$ cat src/common/z90_pkg.sv
// Shared Z90 definitions
// Widths and types, trap causes, tiers, mode stack depth
// Opcodes, page prefixes, major and sub codes, ALU op and FSM state enums

package z90_pkg;

  typedef logic [15:0] addr_t;
  typedef logic [7:0]  byte_t;
  typedef logic [15:0] word_t;
  typedef logic [3:0]  xidx_t;
  typedef logic [7:0]  cause_t;

  // Trap causes
  localparam cause_t CAUSE_ILLEGAL_INSN        = 8'h01;
  localparam cause_t CAUSE_BUS_FAULT           = 8'h02;
  localparam cause_t CAUSE_MODESTACK_OVERFLOW  = 8'h10;
  localparam cause_t CAUSE_MODESTACK_UNDERFLOW = 8'h11;
  localparam cause_t CAUSE_MODEUP_INVALID      = 8'h12;

  localparam byte_t TIER_RESET = 8'd0;
  localparam byte_t TIER_TURBO = 8'd7;

  localparam int unsigned MODESTACK_DEPTH = 4;
  typedef logic [$clog2(MODESTACK_DEPTH + 1)-1:0] mdsp_t;

  // ----------------------------------------
  // Encodings
  // ----------------------------------------
  localparam byte_t OP_NOP    = 8'h00;
  localparam byte_t OP_HALT   = 8'h76;
  localparam byte_t OP_ESCAPE = 8'hED;

  localparam byte_t PAGE0_PREFIX = 8'h90;
  localparam byte_t PAGE1_PREFIX = 8'h91;

  localparam logic [3:0] P0_MAJOR_REG = 4'd0;
  localparam logic [3:0] P0_MAJOR_ALU = 4'd1;
  localparam logic [3:0] P0_MAJOR_SYS = 4'd2;

  localparam logic [3:0] SUB_MOV    = 4'd0;
  localparam logic [3:0] SUB_XCHG   = 4'd1;
  localparam logic [3:0] SUB_MODEUP = 4'd0;
  localparam logic [3:0] SUB_RETMD  = 4'd1;

  localparam logic [3:0] P1_OP_LD16 = 4'd1;
  localparam logic [3:0] P1_OP_ST16 = 4'd2;

  // Values match the page 0 ALU sub field
  typedef enum logic [3:0] {
    ALU_ADD = 4'd0,
    ALU_SUB = 4'd1,
    ALU_AND = 4'd2,
    ALU_OR  = 4'd3,
    ALU_XOR = 4'd4
  } alu_op_e;

  typedef enum logic [4:0] {
    RESET, BOUNDARY, BUS_REQ, BUS_RSP,
    DECODE0, DECODE_ED,
    P0_OP1, P0_DISPATCH,
    MODEUP_LO, MODEUP_HI, MODEUP_EXEC,
    P1_OP1, P1_DISP, P1_DISPATCH,
    LD16_HI, LD16_DONE,
    ST16_HI, ST16_DONE
  } core_state_e;

endpackage
$ cat src/core/z90_core.sv
// Z90 core top level
// Sequencer, X register file, 16-bit ALU and mode stack
`timescale 1ns/1ps

module z90_core (
  input  logic            clk,
  input  logic            rst_n,
  output logic            mem_req,
  input  logic            mem_req_ready,
  output z90_pkg::addr_t  mem_addr,
  output logic            mem_we,
  output z90_pkg::byte_t  mem_wdata,
  input  logic            mem_rsp_valid,
  input  z90_pkg::byte_t  mem_rdata,
  input  logic            mem_rsp_err,
  output logic            halted,
  output logic            trap,
  output z90_pkg::cause_t trap_cause,
  output z90_pkg::addr_t  trap_pc,
  output z90_pkg::byte_t  tier
);
  import z90_pkg::*;

  xidx_t   rd_idx_a;
  xidx_t   rd_idx_b;
  word_t   rd_data_a;
  word_t   rd_data_b;
  logic    wr_en_a;
  logic    wr_en_b;
  xidx_t   wr_idx_a;
  xidx_t   wr_idx_b;
  word_t   wr_data_a;
  word_t   wr_data_b;
  alu_op_e alu_op;
  word_t   alu_a;
  word_t   alu_b;
  word_t   alu_res;
  logic    md_push;
  logic    md_pop;
  byte_t   md_target;
  addr_t   md_ret_pc;
  addr_t   md_saved_pc;
  logic    md_empty;
  logic    md_full;

  z90_sequencer u_seq (
    .clk, .rst_n,
    .mem_req, .mem_req_ready, .mem_addr, .mem_we, .mem_wdata,
    .mem_rsp_valid, .mem_rdata, .mem_rsp_err,
    .halted, .trap, .trap_cause, .trap_pc,
    .rd_idx_a, .rd_idx_b, .rd_data_a, .rd_data_b,
    .wr_en_a, .wr_en_b, .wr_idx_a, .wr_idx_b, .wr_data_a, .wr_data_b,
    .alu_op, .alu_a, .alu_b, .alu_res,
    .md_push, .md_pop, .md_target, .md_ret_pc,
    .md_tier(tier), .md_saved_pc, .md_empty, .md_full
  );

  z90_xregs u_xregs (
    .clk, .rst_n,
    .rd_idx_a, .rd_idx_b, .rd_data_a, .rd_data_b,
    .wr_en_a, .wr_en_b, .wr_idx_a, .wr_idx_b, .wr_data_a, .wr_data_b
  );

  z90_alu16 u_alu (
    .op(alu_op),
    .a(alu_a),
    .b(alu_b),
    .res(alu_res)
  );

  z90_mode_stack u_mstack (
    .clk, .rst_n,
    .push(md_push),
    .pop(md_pop),
    .target(md_target),
    .ret_pc(md_ret_pc),
    .tier(tier),
    .saved_pc(md_saved_pc),
    .empty(md_empty),
    .full(md_full)
  );

endmodule

$ cat src/core/z90_sequencer.sv
// Z90 fetch and decode FSM
// Memory bus driver, effective address generation, trap capture
`timescale 1ns/1ps

module z90_sequencer (
  input  logic              clk,
  input  logic              rst_n,
  output logic              mem_req,
  input  logic              mem_req_ready,
  output z90_pkg::addr_t    mem_addr,
  output logic              mem_we,
  output z90_pkg::byte_t    mem_wdata,
  input  logic              mem_rsp_valid,
  input  z90_pkg::byte_t    mem_rdata,
  input  logic              mem_rsp_err,
  output logic              halted,
  output logic              trap,
  output z90_pkg::cause_t   trap_cause,
  output z90_pkg::addr_t    trap_pc,
  output z90_pkg::xidx_t    rd_idx_a,
  output z90_pkg::xidx_t    rd_idx_b,
  input  z90_pkg::word_t    rd_data_a,
  input  z90_pkg::word_t    rd_data_b,
  output logic              wr_en_a,
  output logic              wr_en_b,
  output z90_pkg::xidx_t    wr_idx_a,
  output z90_pkg::xidx_t    wr_idx_b,
  output z90_pkg::word_t    wr_data_a,
  output z90_pkg::word_t    wr_data_b,
  output z90_pkg::alu_op_e  alu_op,
  output z90_pkg::word_t    alu_a,
  output z90_pkg::word_t    alu_b,
  input  z90_pkg::word_t    alu_res,
  output logic              md_push,
  output logic              md_pop,
  output z90_pkg::byte_t    md_target,
  output z90_pkg::addr_t    md_ret_pc,
  input  z90_pkg::byte_t    md_tier,
  input  z90_pkg::addr_t    md_saved_pc,
  input  logic              md_empty,
  input  logic              md_full
);
  import z90_pkg::*;

  core_state_e state_q;
  core_state_e ret_state_q;
  addr_t       pc_q;
  addr_t       insn_pc_q;
  addr_t       ea_q;
  addr_t       bus_addr_q;
  logic        bus_we_q;
  byte_t       bus_wdata_q;
  logic [2:0]  dest_q;
  logic        fetch_q;
  word_t       st_data_q;
  // 0 opcode, 1 prefix, 2 op0, 3 op1, 4 disp or tier, 5..6 entry PC or load data
  byte_t       ib_q [7];

  logic [3:0]  major;
  logic [3:0]  sub;
  logic        is_modeop;
  logic        turbo_ok;
  logic        exc;
  cause_t      exc_cause;
  addr_t       ea_calc;

  assign major     = ib_q[2][7:4];
  assign sub       = ib_q[3][7:4];
  assign is_modeop = (major == P0_MAJOR_SYS) && (sub == SUB_MODEUP || sub == SUB_RETMD);
  assign turbo_ok  = (md_tier == TIER_TURBO);
  assign ea_calc   = rd_data_a + rd_data_b + {{8{ib_q[4][7]}}, ib_q[4]};

  assign mem_req   = (state_q == BUS_REQ);
  assign mem_addr  = bus_addr_q;
  assign mem_we    = bus_we_q;
  assign mem_wdata = bus_wdata_q;

  // Page 1 reads base and index, everything else reads rd and rs
  assign rd_idx_a  = (state_q == P1_DISPATCH) ? ib_q[3][7:4] : ib_q[2][3:0];
  assign rd_idx_b  = ib_q[3][3:0];
  assign wr_idx_a  = ib_q[2][3:0];
  assign wr_idx_b  = ib_q[3][3:0];
  assign wr_data_a = (state_q == LD16_DONE)    ? {ib_q[6], ib_q[5]} :
                     (major == P0_MAJOR_ALU)   ? alu_res : rd_data_b;
  assign wr_data_b = rd_data_a;
  assign alu_op    = alu_op_e'(sub);
  assign alu_a     = rd_data_a;
  assign alu_b     = rd_data_b;
  assign md_target = ib_q[4];
  assign md_ret_pc = pc_q;

  // ----------------------------------------
  // Dispatch strobes and trap conditions
  // ----------------------------------------
  always_comb begin
    wr_en_a   = 1'b0;
    wr_en_b   = 1'b0;
    md_push   = 1'b0;
    md_pop    = 1'b0;
    exc       = 1'b0;
    exc_cause = CAUSE_ILLEGAL_INSN;
    case (state_q)
      BUS_RSP: begin
        exc       = mem_rsp_valid && mem_rsp_err;
        exc_cause = CAUSE_BUS_FAULT;
      end
      DECODE0:   exc = !(ib_q[0] inside {OP_NOP, OP_HALT, OP_ESCAPE});
      DECODE_ED: exc = !(ib_q[1] inside {PAGE0_PREFIX, PAGE1_PREFIX});
      P0_DISPATCH: begin
        if (!is_modeop && !turbo_ok) begin
          exc = 1'b1;
        end else if (major == P0_MAJOR_REG) begin
          wr_en_a = (sub == SUB_MOV) || (sub == SUB_XCHG);
          wr_en_b = (sub == SUB_XCHG);
          exc     = !wr_en_a;
        end else if (major == P0_MAJOR_ALU) begin
          wr_en_a = (sub <= 4'(ALU_XOR));
          exc     = !wr_en_a;
        end else if (major == P0_MAJOR_SYS && sub == SUB_RETMD) begin
          md_pop    = !md_empty;
          exc       = md_empty;
          exc_cause = CAUSE_MODESTACK_UNDERFLOW;
        end else begin
          exc = !is_modeop;
        end
      end
      MODEUP_EXEC: begin
        if (ib_q[3][3:0] != 4'd0 || ib_q[4] <= md_tier) begin
          exc       = 1'b1;
          exc_cause = CAUSE_MODEUP_INVALID;
        end else begin
          md_push   = !md_full;
          exc       = md_full;
          exc_cause = CAUSE_MODESTACK_OVERFLOW;
        end
      end
      P1_DISPATCH: exc = !turbo_ok || !(major inside {P1_OP_LD16, P1_OP_ST16});
      LD16_DONE:   wr_en_a = 1'b1;
      default: ;
    endcase
  end

  task automatic issue(input addr_t addr, input logic we, input byte_t wdata,
                       input logic [2:0] dest, input logic fetch, input core_state_e next);
    bus_addr_q  <= addr;
    bus_we_q    <= we;
    bus_wdata_q <= wdata;
    dest_q      <= dest;
    fetch_q     <= fetch;
    ret_state_q <= next;
    state_q     <= BUS_REQ;
  endtask

  // ----------------------------------------
  // Sequencer FSM
  // ----------------------------------------
  always_ff @(posedge clk or negedge rst_n) begin
    if (!rst_n) begin
      state_q     <= RESET;
      ret_state_q <= BOUNDARY;
      pc_q        <= '0;
      bus_addr_q  <= '0;
      bus_we_q    <= 1'b0;
      bus_wdata_q <= '0;
      dest_q      <= '0;
      fetch_q     <= 1'b0;
      halted      <= 1'b0;
      trap        <= 1'b0;
      trap_cause  <= '0;
      trap_pc     <= '0;
    end else if (exc) begin
      halted     <= 1'b1;
      trap       <= 1'b1;
      trap_cause <= exc_cause;
      trap_pc    <= insn_pc_q;
      state_q    <= BOUNDARY;
    end else begin
      case (state_q)
        RESET:    state_q <= BOUNDARY;
        BOUNDARY: if (!halted) issue(pc_q, 1'b0, '0, 3'd0, 1'b1, DECODE0);
        BUS_REQ:  if (mem_req_ready) state_q <= BUS_RSP;
        BUS_RSP: begin
          if (mem_rsp_valid) begin
            if (fetch_q) pc_q <= pc_q + 16'd1;
            state_q <= ret_state_q;
          end
        end
        DECODE0: begin
          if (ib_q[0] == OP_ESCAPE) issue(pc_q, 1'b0, '0, 3'd1, 1'b1, DECODE_ED);
          else state_q <= BOUNDARY;
          if (ib_q[0] == OP_HALT) halted <= 1'b1;
        end
        DECODE_ED: begin
          issue(pc_q, 1'b0, '0, 3'd2, 1'b1,
                (ib_q[1] == PAGE0_PREFIX) ? P0_OP1 : P1_OP1);
        end
        P0_OP1: issue(pc_q, 1'b0, '0, 3'd3, 1'b1, P0_DISPATCH);
        P0_DISPATCH: begin
          if (is_modeop && sub == SUB_MODEUP) begin
            issue(pc_q, 1'b0, '0, 3'd4, 1'b1, MODEUP_LO);
          end else begin
            if (md_pop) pc_q <= md_saved_pc;
            state_q <= BOUNDARY;
          end
        end
        MODEUP_LO: issue(pc_q, 1'b0, '0, 3'd5, 1'b1, MODEUP_HI);
        MODEUP_HI: issue(pc_q, 1'b0, '0, 3'd6, 1'b1, MODEUP_EXEC);
        MODEUP_EXEC: begin
          pc_q    <= {ib_q[6], ib_q[5]};
          state_q <= BOUNDARY;
        end
        P1_OP1:  issue(pc_q, 1'b0, '0, 3'd3, 1'b1, P1_DISP);
        P1_DISP: issue(pc_q, 1'b0, '0, 3'd4, 1'b1, P1_DISPATCH);
        P1_DISPATCH: begin
          if (major == P1_OP_LD16) issue(ea_calc, 1'b0, '0, 3'd5, 1'b0, LD16_HI);
          else issue(ea_calc, 1'b1, st_data_q[7:0], 3'd0, 1'b0, ST16_HI);
        end
        LD16_HI: issue(ea_q + 16'd1, 1'b0, '0, 3'd6, 1'b0, LD16_DONE);
        ST16_HI: issue(ea_q + 16'd1, 1'b1, st_data_q[15:8], 3'd0, 1'b0, ST16_DONE);
        default: state_q <= BOUNDARY;
      endcase
    end
  end

  // Instruction bytes, store data and effective address
  always_ff @(posedge clk) begin
    if (state_q == BOUNDARY) insn_pc_q <= pc_q;
    if (state_q == BUS_RSP && mem_rsp_valid && !bus_we_q) ib_q[dest_q] <= mem_rdata;
    if (state_q == P1_OP1) st_data_q <= rd_data_a;
    if (state_q == P1_DISPATCH) ea_q <= ea_calc;
  end

endmodule

$ cat src/core/z90_mode_stack.sv
// Z90 mode stack
// Current tier register and saved tier / return PC entries
`timescale 1ns/1ps

module z90_mode_stack (
  input  logic           clk,
  input  logic           rst_n,
  input  logic           push,
  input  logic           pop,
  input  z90_pkg::byte_t target,
  input  z90_pkg::addr_t ret_pc,
  output z90_pkg::byte_t tier,
  output z90_pkg::addr_t saved_pc,
  output logic           empty,
  output logic           full
);
  import z90_pkg::*;

  typedef logic [$clog2(MODESTACK_DEPTH)-1:0] slot_t;

  mdsp_t sp_q;
  slot_t top;
  byte_t tier_mem [MODESTACK_DEPTH];
  addr_t pc_mem   [MODESTACK_DEPTH];

  assign top      = slot_t'(sp_q - 1'b1);
  assign empty    = (sp_q == '0);
  assign full     = (sp_q == mdsp_t'(MODESTACK_DEPTH));
  assign saved_pc = pc_mem[top];

  always_ff @(posedge clk or negedge rst_n) begin
    if (!rst_n) begin
      tier <= TIER_RESET;
      sp_q <= '0;
    end else if (push) begin
      tier <= target;
      sp_q <= sp_q + 1'b1;
    end else if (pop) begin
      tier <= tier_mem[top];
      sp_q <= sp_q - 1'b1;
    end
  end

  // Entry written at the current stack pointer
  always_ff @(posedge clk) begin
    if (push) begin
      tier_mem[slot_t'(sp_q)] <= tier;
      pc_mem[slot_t'(sp_q)]   <= ret_pc;
    end
  end

endmodule

$ cat src/core/z90_xregs.sv
// Z90 X register file
// Sixteen 16-bit registers, two read and two write ports
// X0 reads as zero and ignores writes
`timescale 1ns/1ps

module z90_xregs (
  input  logic           clk,
  input  logic           rst_n,
  input  z90_pkg::xidx_t rd_idx_a,
  input  z90_pkg::xidx_t rd_idx_b,
  output z90_pkg::word_t rd_data_a,
  output z90_pkg::word_t rd_data_b,
  input  logic           wr_en_a,
  input  logic           wr_en_b,
  input  z90_pkg::xidx_t wr_idx_a,
  input  z90_pkg::xidx_t wr_idx_b,
  input  z90_pkg::word_t wr_data_a,
  input  z90_pkg::word_t wr_data_b
);
  import z90_pkg::*;

  word_t x_q [16];

  // Port B is applied last so it wins on a shared index
  always_ff @(posedge clk or negedge rst_n) begin
    if (!rst_n) begin
      for (int i = 0; i < 16; i++) begin
        x_q[i] <= '0;
      end
    end else begin
      if (wr_en_a && wr_idx_a != 4'd0) begin
        x_q[wr_idx_a] <= wr_data_a;
      end
      if (wr_en_b && wr_idx_b != 4'd0) begin
        x_q[wr_idx_b] <= wr_data_b;
      end
    end
  end

  // X0 keeps its reset value
  assign rd_data_a = x_q[rd_idx_a];
  assign rd_data_b = x_q[rd_idx_b];

endmodule

$ cat src/core/z90_alu16.sv
// Z90 page 0 ALU
// Combinational 16-bit add, subtract, and, or, xor
`timescale 1ns/1ps

module z90_alu16 (
  input  z90_pkg::alu_op_e op,
  input  z90_pkg::word_t   a,
  input  z90_pkg::word_t   b,
  output z90_pkg::word_t   res
);
  import z90_pkg::*;

  // Results wrap modulo 2^16
  always_comb begin
    case (op)
      ALU_ADD: begin
        res = a + b;
      end
      ALU_SUB: begin
        res = a - b;
      end
      ALU_AND: begin
        res = a & b;
      end
      ALU_OR: begin
        res = a | b;
      end
      ALU_XOR: begin
        res = a ^ b;
      end
      default: begin
        res = '0;
      end
    endcase
  end

endmodule

$ cat config.mk
export PLATFORM = sky130hd
export DESIGN_NAME = z90_core
export DESIGN_NICKNAME = d
export VERILOG_FILES = /design/src/common/z90_pkg.sv /design/src/core/z90_core.sv /design/src/core/z90_sequencer.sv /design/src/core/z90_mode_stack.sv /design/src/core/z90_xregs.sv /design/src/core/z90_alu16.sv
export SDC_FILE = /design/constraint.sdc
export NUM_CORES = 1
export LEC_CHECK = 0
export ABC_AREA = 1
export ABC_CLOCK_PERIOD_IN_PS = 11750
export BUFFER_PORTS_ARGS = -buffer_cell sky130_fd_sc_hd__buf_2
export CAP_MARGIN = 20
export CORE_ASPECT_RATIO = 0.9
export CORE_MARGIN = 2
export CORE_UTILIZATION = 30
export CTS_CLUSTER_DIAMETER = 200
export DETAILED_ROUTE_END_ITERATION = 10
export HOLD_SLACK_MARGIN = 0.05
export SLEW_MARGIN = 40
export SYNTH_ARGS = -nofsm -noshare
export SYNTH_HDL_FRONTEND = slang
export SYNTH_SLANG_ARGS = --single-unit
$ cat constraint.sdc
create_clock -name clk -period 11.75 [get_ports clk]
set_input_delay 1.175 -clock clk [delete_from_list [all_inputs] [get_ports clk]]
set_output_delay 1.175 -clock clk [all_outputs]
set_load 0.05 [all_outputs]
==> results.yml <==
floorplan:
  ios: 73
  dieWidth_um: 352.0
  row_count: 114
  start_util_pct: 30.37
  core_mm2: 0.1077
  die_area_mm2: 0.1117
  fp.dieH_um: 317.2
clock_tree:
  cts_setup_buffers: 0
  clock_tree.root_cell: "clkbuf_16"
  cts.sinks: 543
  clk_pin_slew_ns: 0.07
  htreeDepth: 2
  post_cts_resized: 0
  cts_buffers: 60
  clockBufferDepth: 3
  postCtsHoldBufs: 0
  tritoncts: "done"
  insertion_delay_ns: 0.70
placement:
  dpl.hpwl_um: 88280
  numPortBuffers: 67
  place_inst: 5625
  place.gp.congestion: 0.9659
setup_path:
  worst-path-stages: 31
  critPathKind: "reg2reg"
  cp.buffers_inverters: 3
  worst-r2r-cell-count: 31
  crit_slowest_cell: "buf_4"
  worstPathRequired_ns: 12.38
  crit_top_cell: "nand2_1"
  cp.arrival_ns: 7.63
  max_stage_delay_ns: 0.76
  crit_fanout: 70
  end_kind: "flop"
  start_kind: "flop"
  cp_top_family: "simple AND/OR/NAND/NOR gates"
global_route:
  overflow: 0
  grt_usage_pct: 22.35
  grt_max_degree: 98
  grt_pass1_wl_um: 190600
  grt_pass1_vias: 29180
  antenna_found_initial: 4
route:
  vias: 31680
  wl_per_cell_um: 22.53
  ant_nets: 0
  vias_per_cell: 5.517
  dr.pass1.iters: 8
  drt-initial-drc-count: 4398
  routed_wl_um: 129400
  drc: 0
timing:
  rsz0062_at_grt: "false"
  hold_violations: 0
  max_freq_mhz: 143.0
  post-route-period-util_pct: 59.53
  drv_slew: 0
  setup_viol: 0
  min_period_ns: 6.995
  finalSetupTns_ns: 0
  holdWs_ns: 0.3755
  skew_ns: 0.06494
  worstMarginPinSlew_ns: 0.9592
  slew-limit-headroom_pct: 35.98
synthesis:
  synth_top_family_by_area: "simple AND/OR/NAND/NOR gates"
  synth_top_area_cell: "dfrtp_1"
  synthXorXnorAreaFrac_pct: 0.5356
  yosysUniqueCellTypes: 59
  synth-async-reset-ratio_pct: 63.17
  synth-edff-count: 200
  avgSynthCellArea_um2: 7.622
  ys.flop_type: "dfrtp_1"
  synth_mux_area_share_pct: 0.09182
  syn_area_mm2: 0.03270
  netlist_instances: 4291
  synth_area_leaders: "dfrtp_1, edfxtp_1, nand2_1"
  yosys_warnings: 0
  ys_ff_latch: 543
  yosys.area.top_type_share_pct: 26.17
  synth_seq_area_share_pct: 44.61
  synth_compound_area_share_pct: 18.25
  synthAdderAreaFrac_pct: 3.244
  synthSimpleGateAreaFrac_pct: 24.64
worst_hold_path:
  holdPathStages: 0
  min_path_type: "reg2reg"
final_layout:
  syn_to_final_growth_pct: 11.37
  layout.cells.non_filler: 5742
  layout.nets: 4336
  final_common_cell: "nand2_1"
  most-common-layout-cells: "nand2_1, a21oi_1, nor2_1"
  layout-drive-gt1-share_pct: 8.392
status:
  status: "completed"
pwr:
  ir_drop_v: 0.0001367
  cellLeakagePower_nw: 16.18
  p_per_area_mw_per_mm2: 147.6
flow_run:
  drv_cap: 0
kinds of logic after synthesis:
logic type      after synthesis
simple gates               1926
compound gates             1038
buf+inv                     677
flops                       543
fa+ha+maj                    83
xor+xnor                     20
mux                           3
other cells                   1
cell usage after synthesis (4+ instances only):
cell type	number
a31oi_1	8
nor4_1	6
nor3_1	23
o21ai_2	4
and2_1	16
a22oi_1	62
edfxtp_1	200
o21bai_1	4
o22ai_1	80
o21a_1	5
dfrtp_1	342
nand2_1	1031
xor2_1	17
o221ai_1	7
nor2_2	18
inv_1	384
or2_2	21
nor2_4	7
clkbuf_1	114
nor2_1	432
clkinv_1	9
o21ai_0	206
a21oi_1	428
nand4_1	17
nand2_2	18
a221oi_1	10
buf_2	89
nand3_1	319
ha_1	80
nand3_2	7
o211ai_1	138
buf_4	40
o21ai_1	70
inv_2	37
o31ai_1	4
through the flow:
| step | area (um2) | power (mW) | setup slack [ns] | utilization [%] |
|---|---|---|---|---|
| detailed placement | 34240 | 3.387 | 4.792 | 31.80 |
| global route | 36420 | 5.593 | 4.310 | 33.82 |
| finish | 36420 | 5.376 | 4.755 | 33.82 |
| global placement | 34180 | 3.374 | 4.822 | 31.74 |
| CTS | 36320 | 5.394 | 4.739 | 33.73 |
| floorplan | 32720 | 3.024 | 7.213 | - |
worst paths after layout:
| check | startpoint | to | slack (ns) |
|---|---|---|---|
| worst max-delay path | u_seq.state_q[4] | u_seq.mem_addr[11] | 4.75 |
| worst min-delay path | u_xregs.x_q[249] | u_xregs.x_q[249] | 0.38 |
| worst max register to register | u_seq.state_q[4] | u_seq.mem_addr[11] | 4.75 |
| worst min register to register | u_xregs.x_q[249] | u_xregs.x_q[249] | 0.38 |
| max in group asynchronous | rst_n | u_xregs.x_q[242] | 9.19 |
| min in group asynchronous | rst_n | u_mstack.tier[7] | 0.41 |
worst reg2reg max path, delay by kind of cell (launching register included):
kind | cells | cell delay (ns)
buf+inv | 3 | 1.13
fa+ha+maj | 2 | 0.90
compound gates | 2 | 0.19
xor+xnor | 1 | 0.24
simple gates | 23 | 4.08
flops | 1 | 0.39
state kept, by name (all words and copies together) (netlist names), 8 cells and up:
| name | count |
|---|---|
| u_mstack.pc_mem | 64 |
| u_mstack.tier | 8 |
| u_mstack.tier_mem | 32 |
| u_seq.ea_q | 16 |
| u_seq.ib_q | 56 |
| u_seq.insn_pc_q | 16 |
| u_seq.md_ret_pc | 16 |
| u_seq.mem_addr | 16 |
| u_seq.mem_wdata | 8 |
| u_seq.st_data_q | 16 |
| u_seq.trap_pc | 16 |
| u_xregs.x_q | 256 |
power breakdown:
| group | switching, mW | internal [mW] |
|---|---|---|
| Clock | 0.865 | 1.15 |
| Combinational | 0.809 | 0.261 |
| Sequential | 0.136 | 2.15 |
final cells by class:
class                      instances  area (um2)
timing repair buffer             130       902.1
tap                             1450        1814
multi-input combinational       3075       15410
antenna                            2       5.005
sequential                       543       14590
fill                           11300       71270
inverter                         430        1622
clock buffer                      83        1659
clock inverter                    29       421.7
per-layer routing:
metal / GRT usage (%) / up-vias / wire length (um)
met2: 32.79 / 1853 / 54570
met4: 8.311 / 2 / 4529
met5: 0 / - / 11
li1: - / 14310 / -
met1: 32.17 / 15250 / 55530
met3: 4.763 / 266 / 14750
Note: power is estimated with default switching activity, not from simulation.
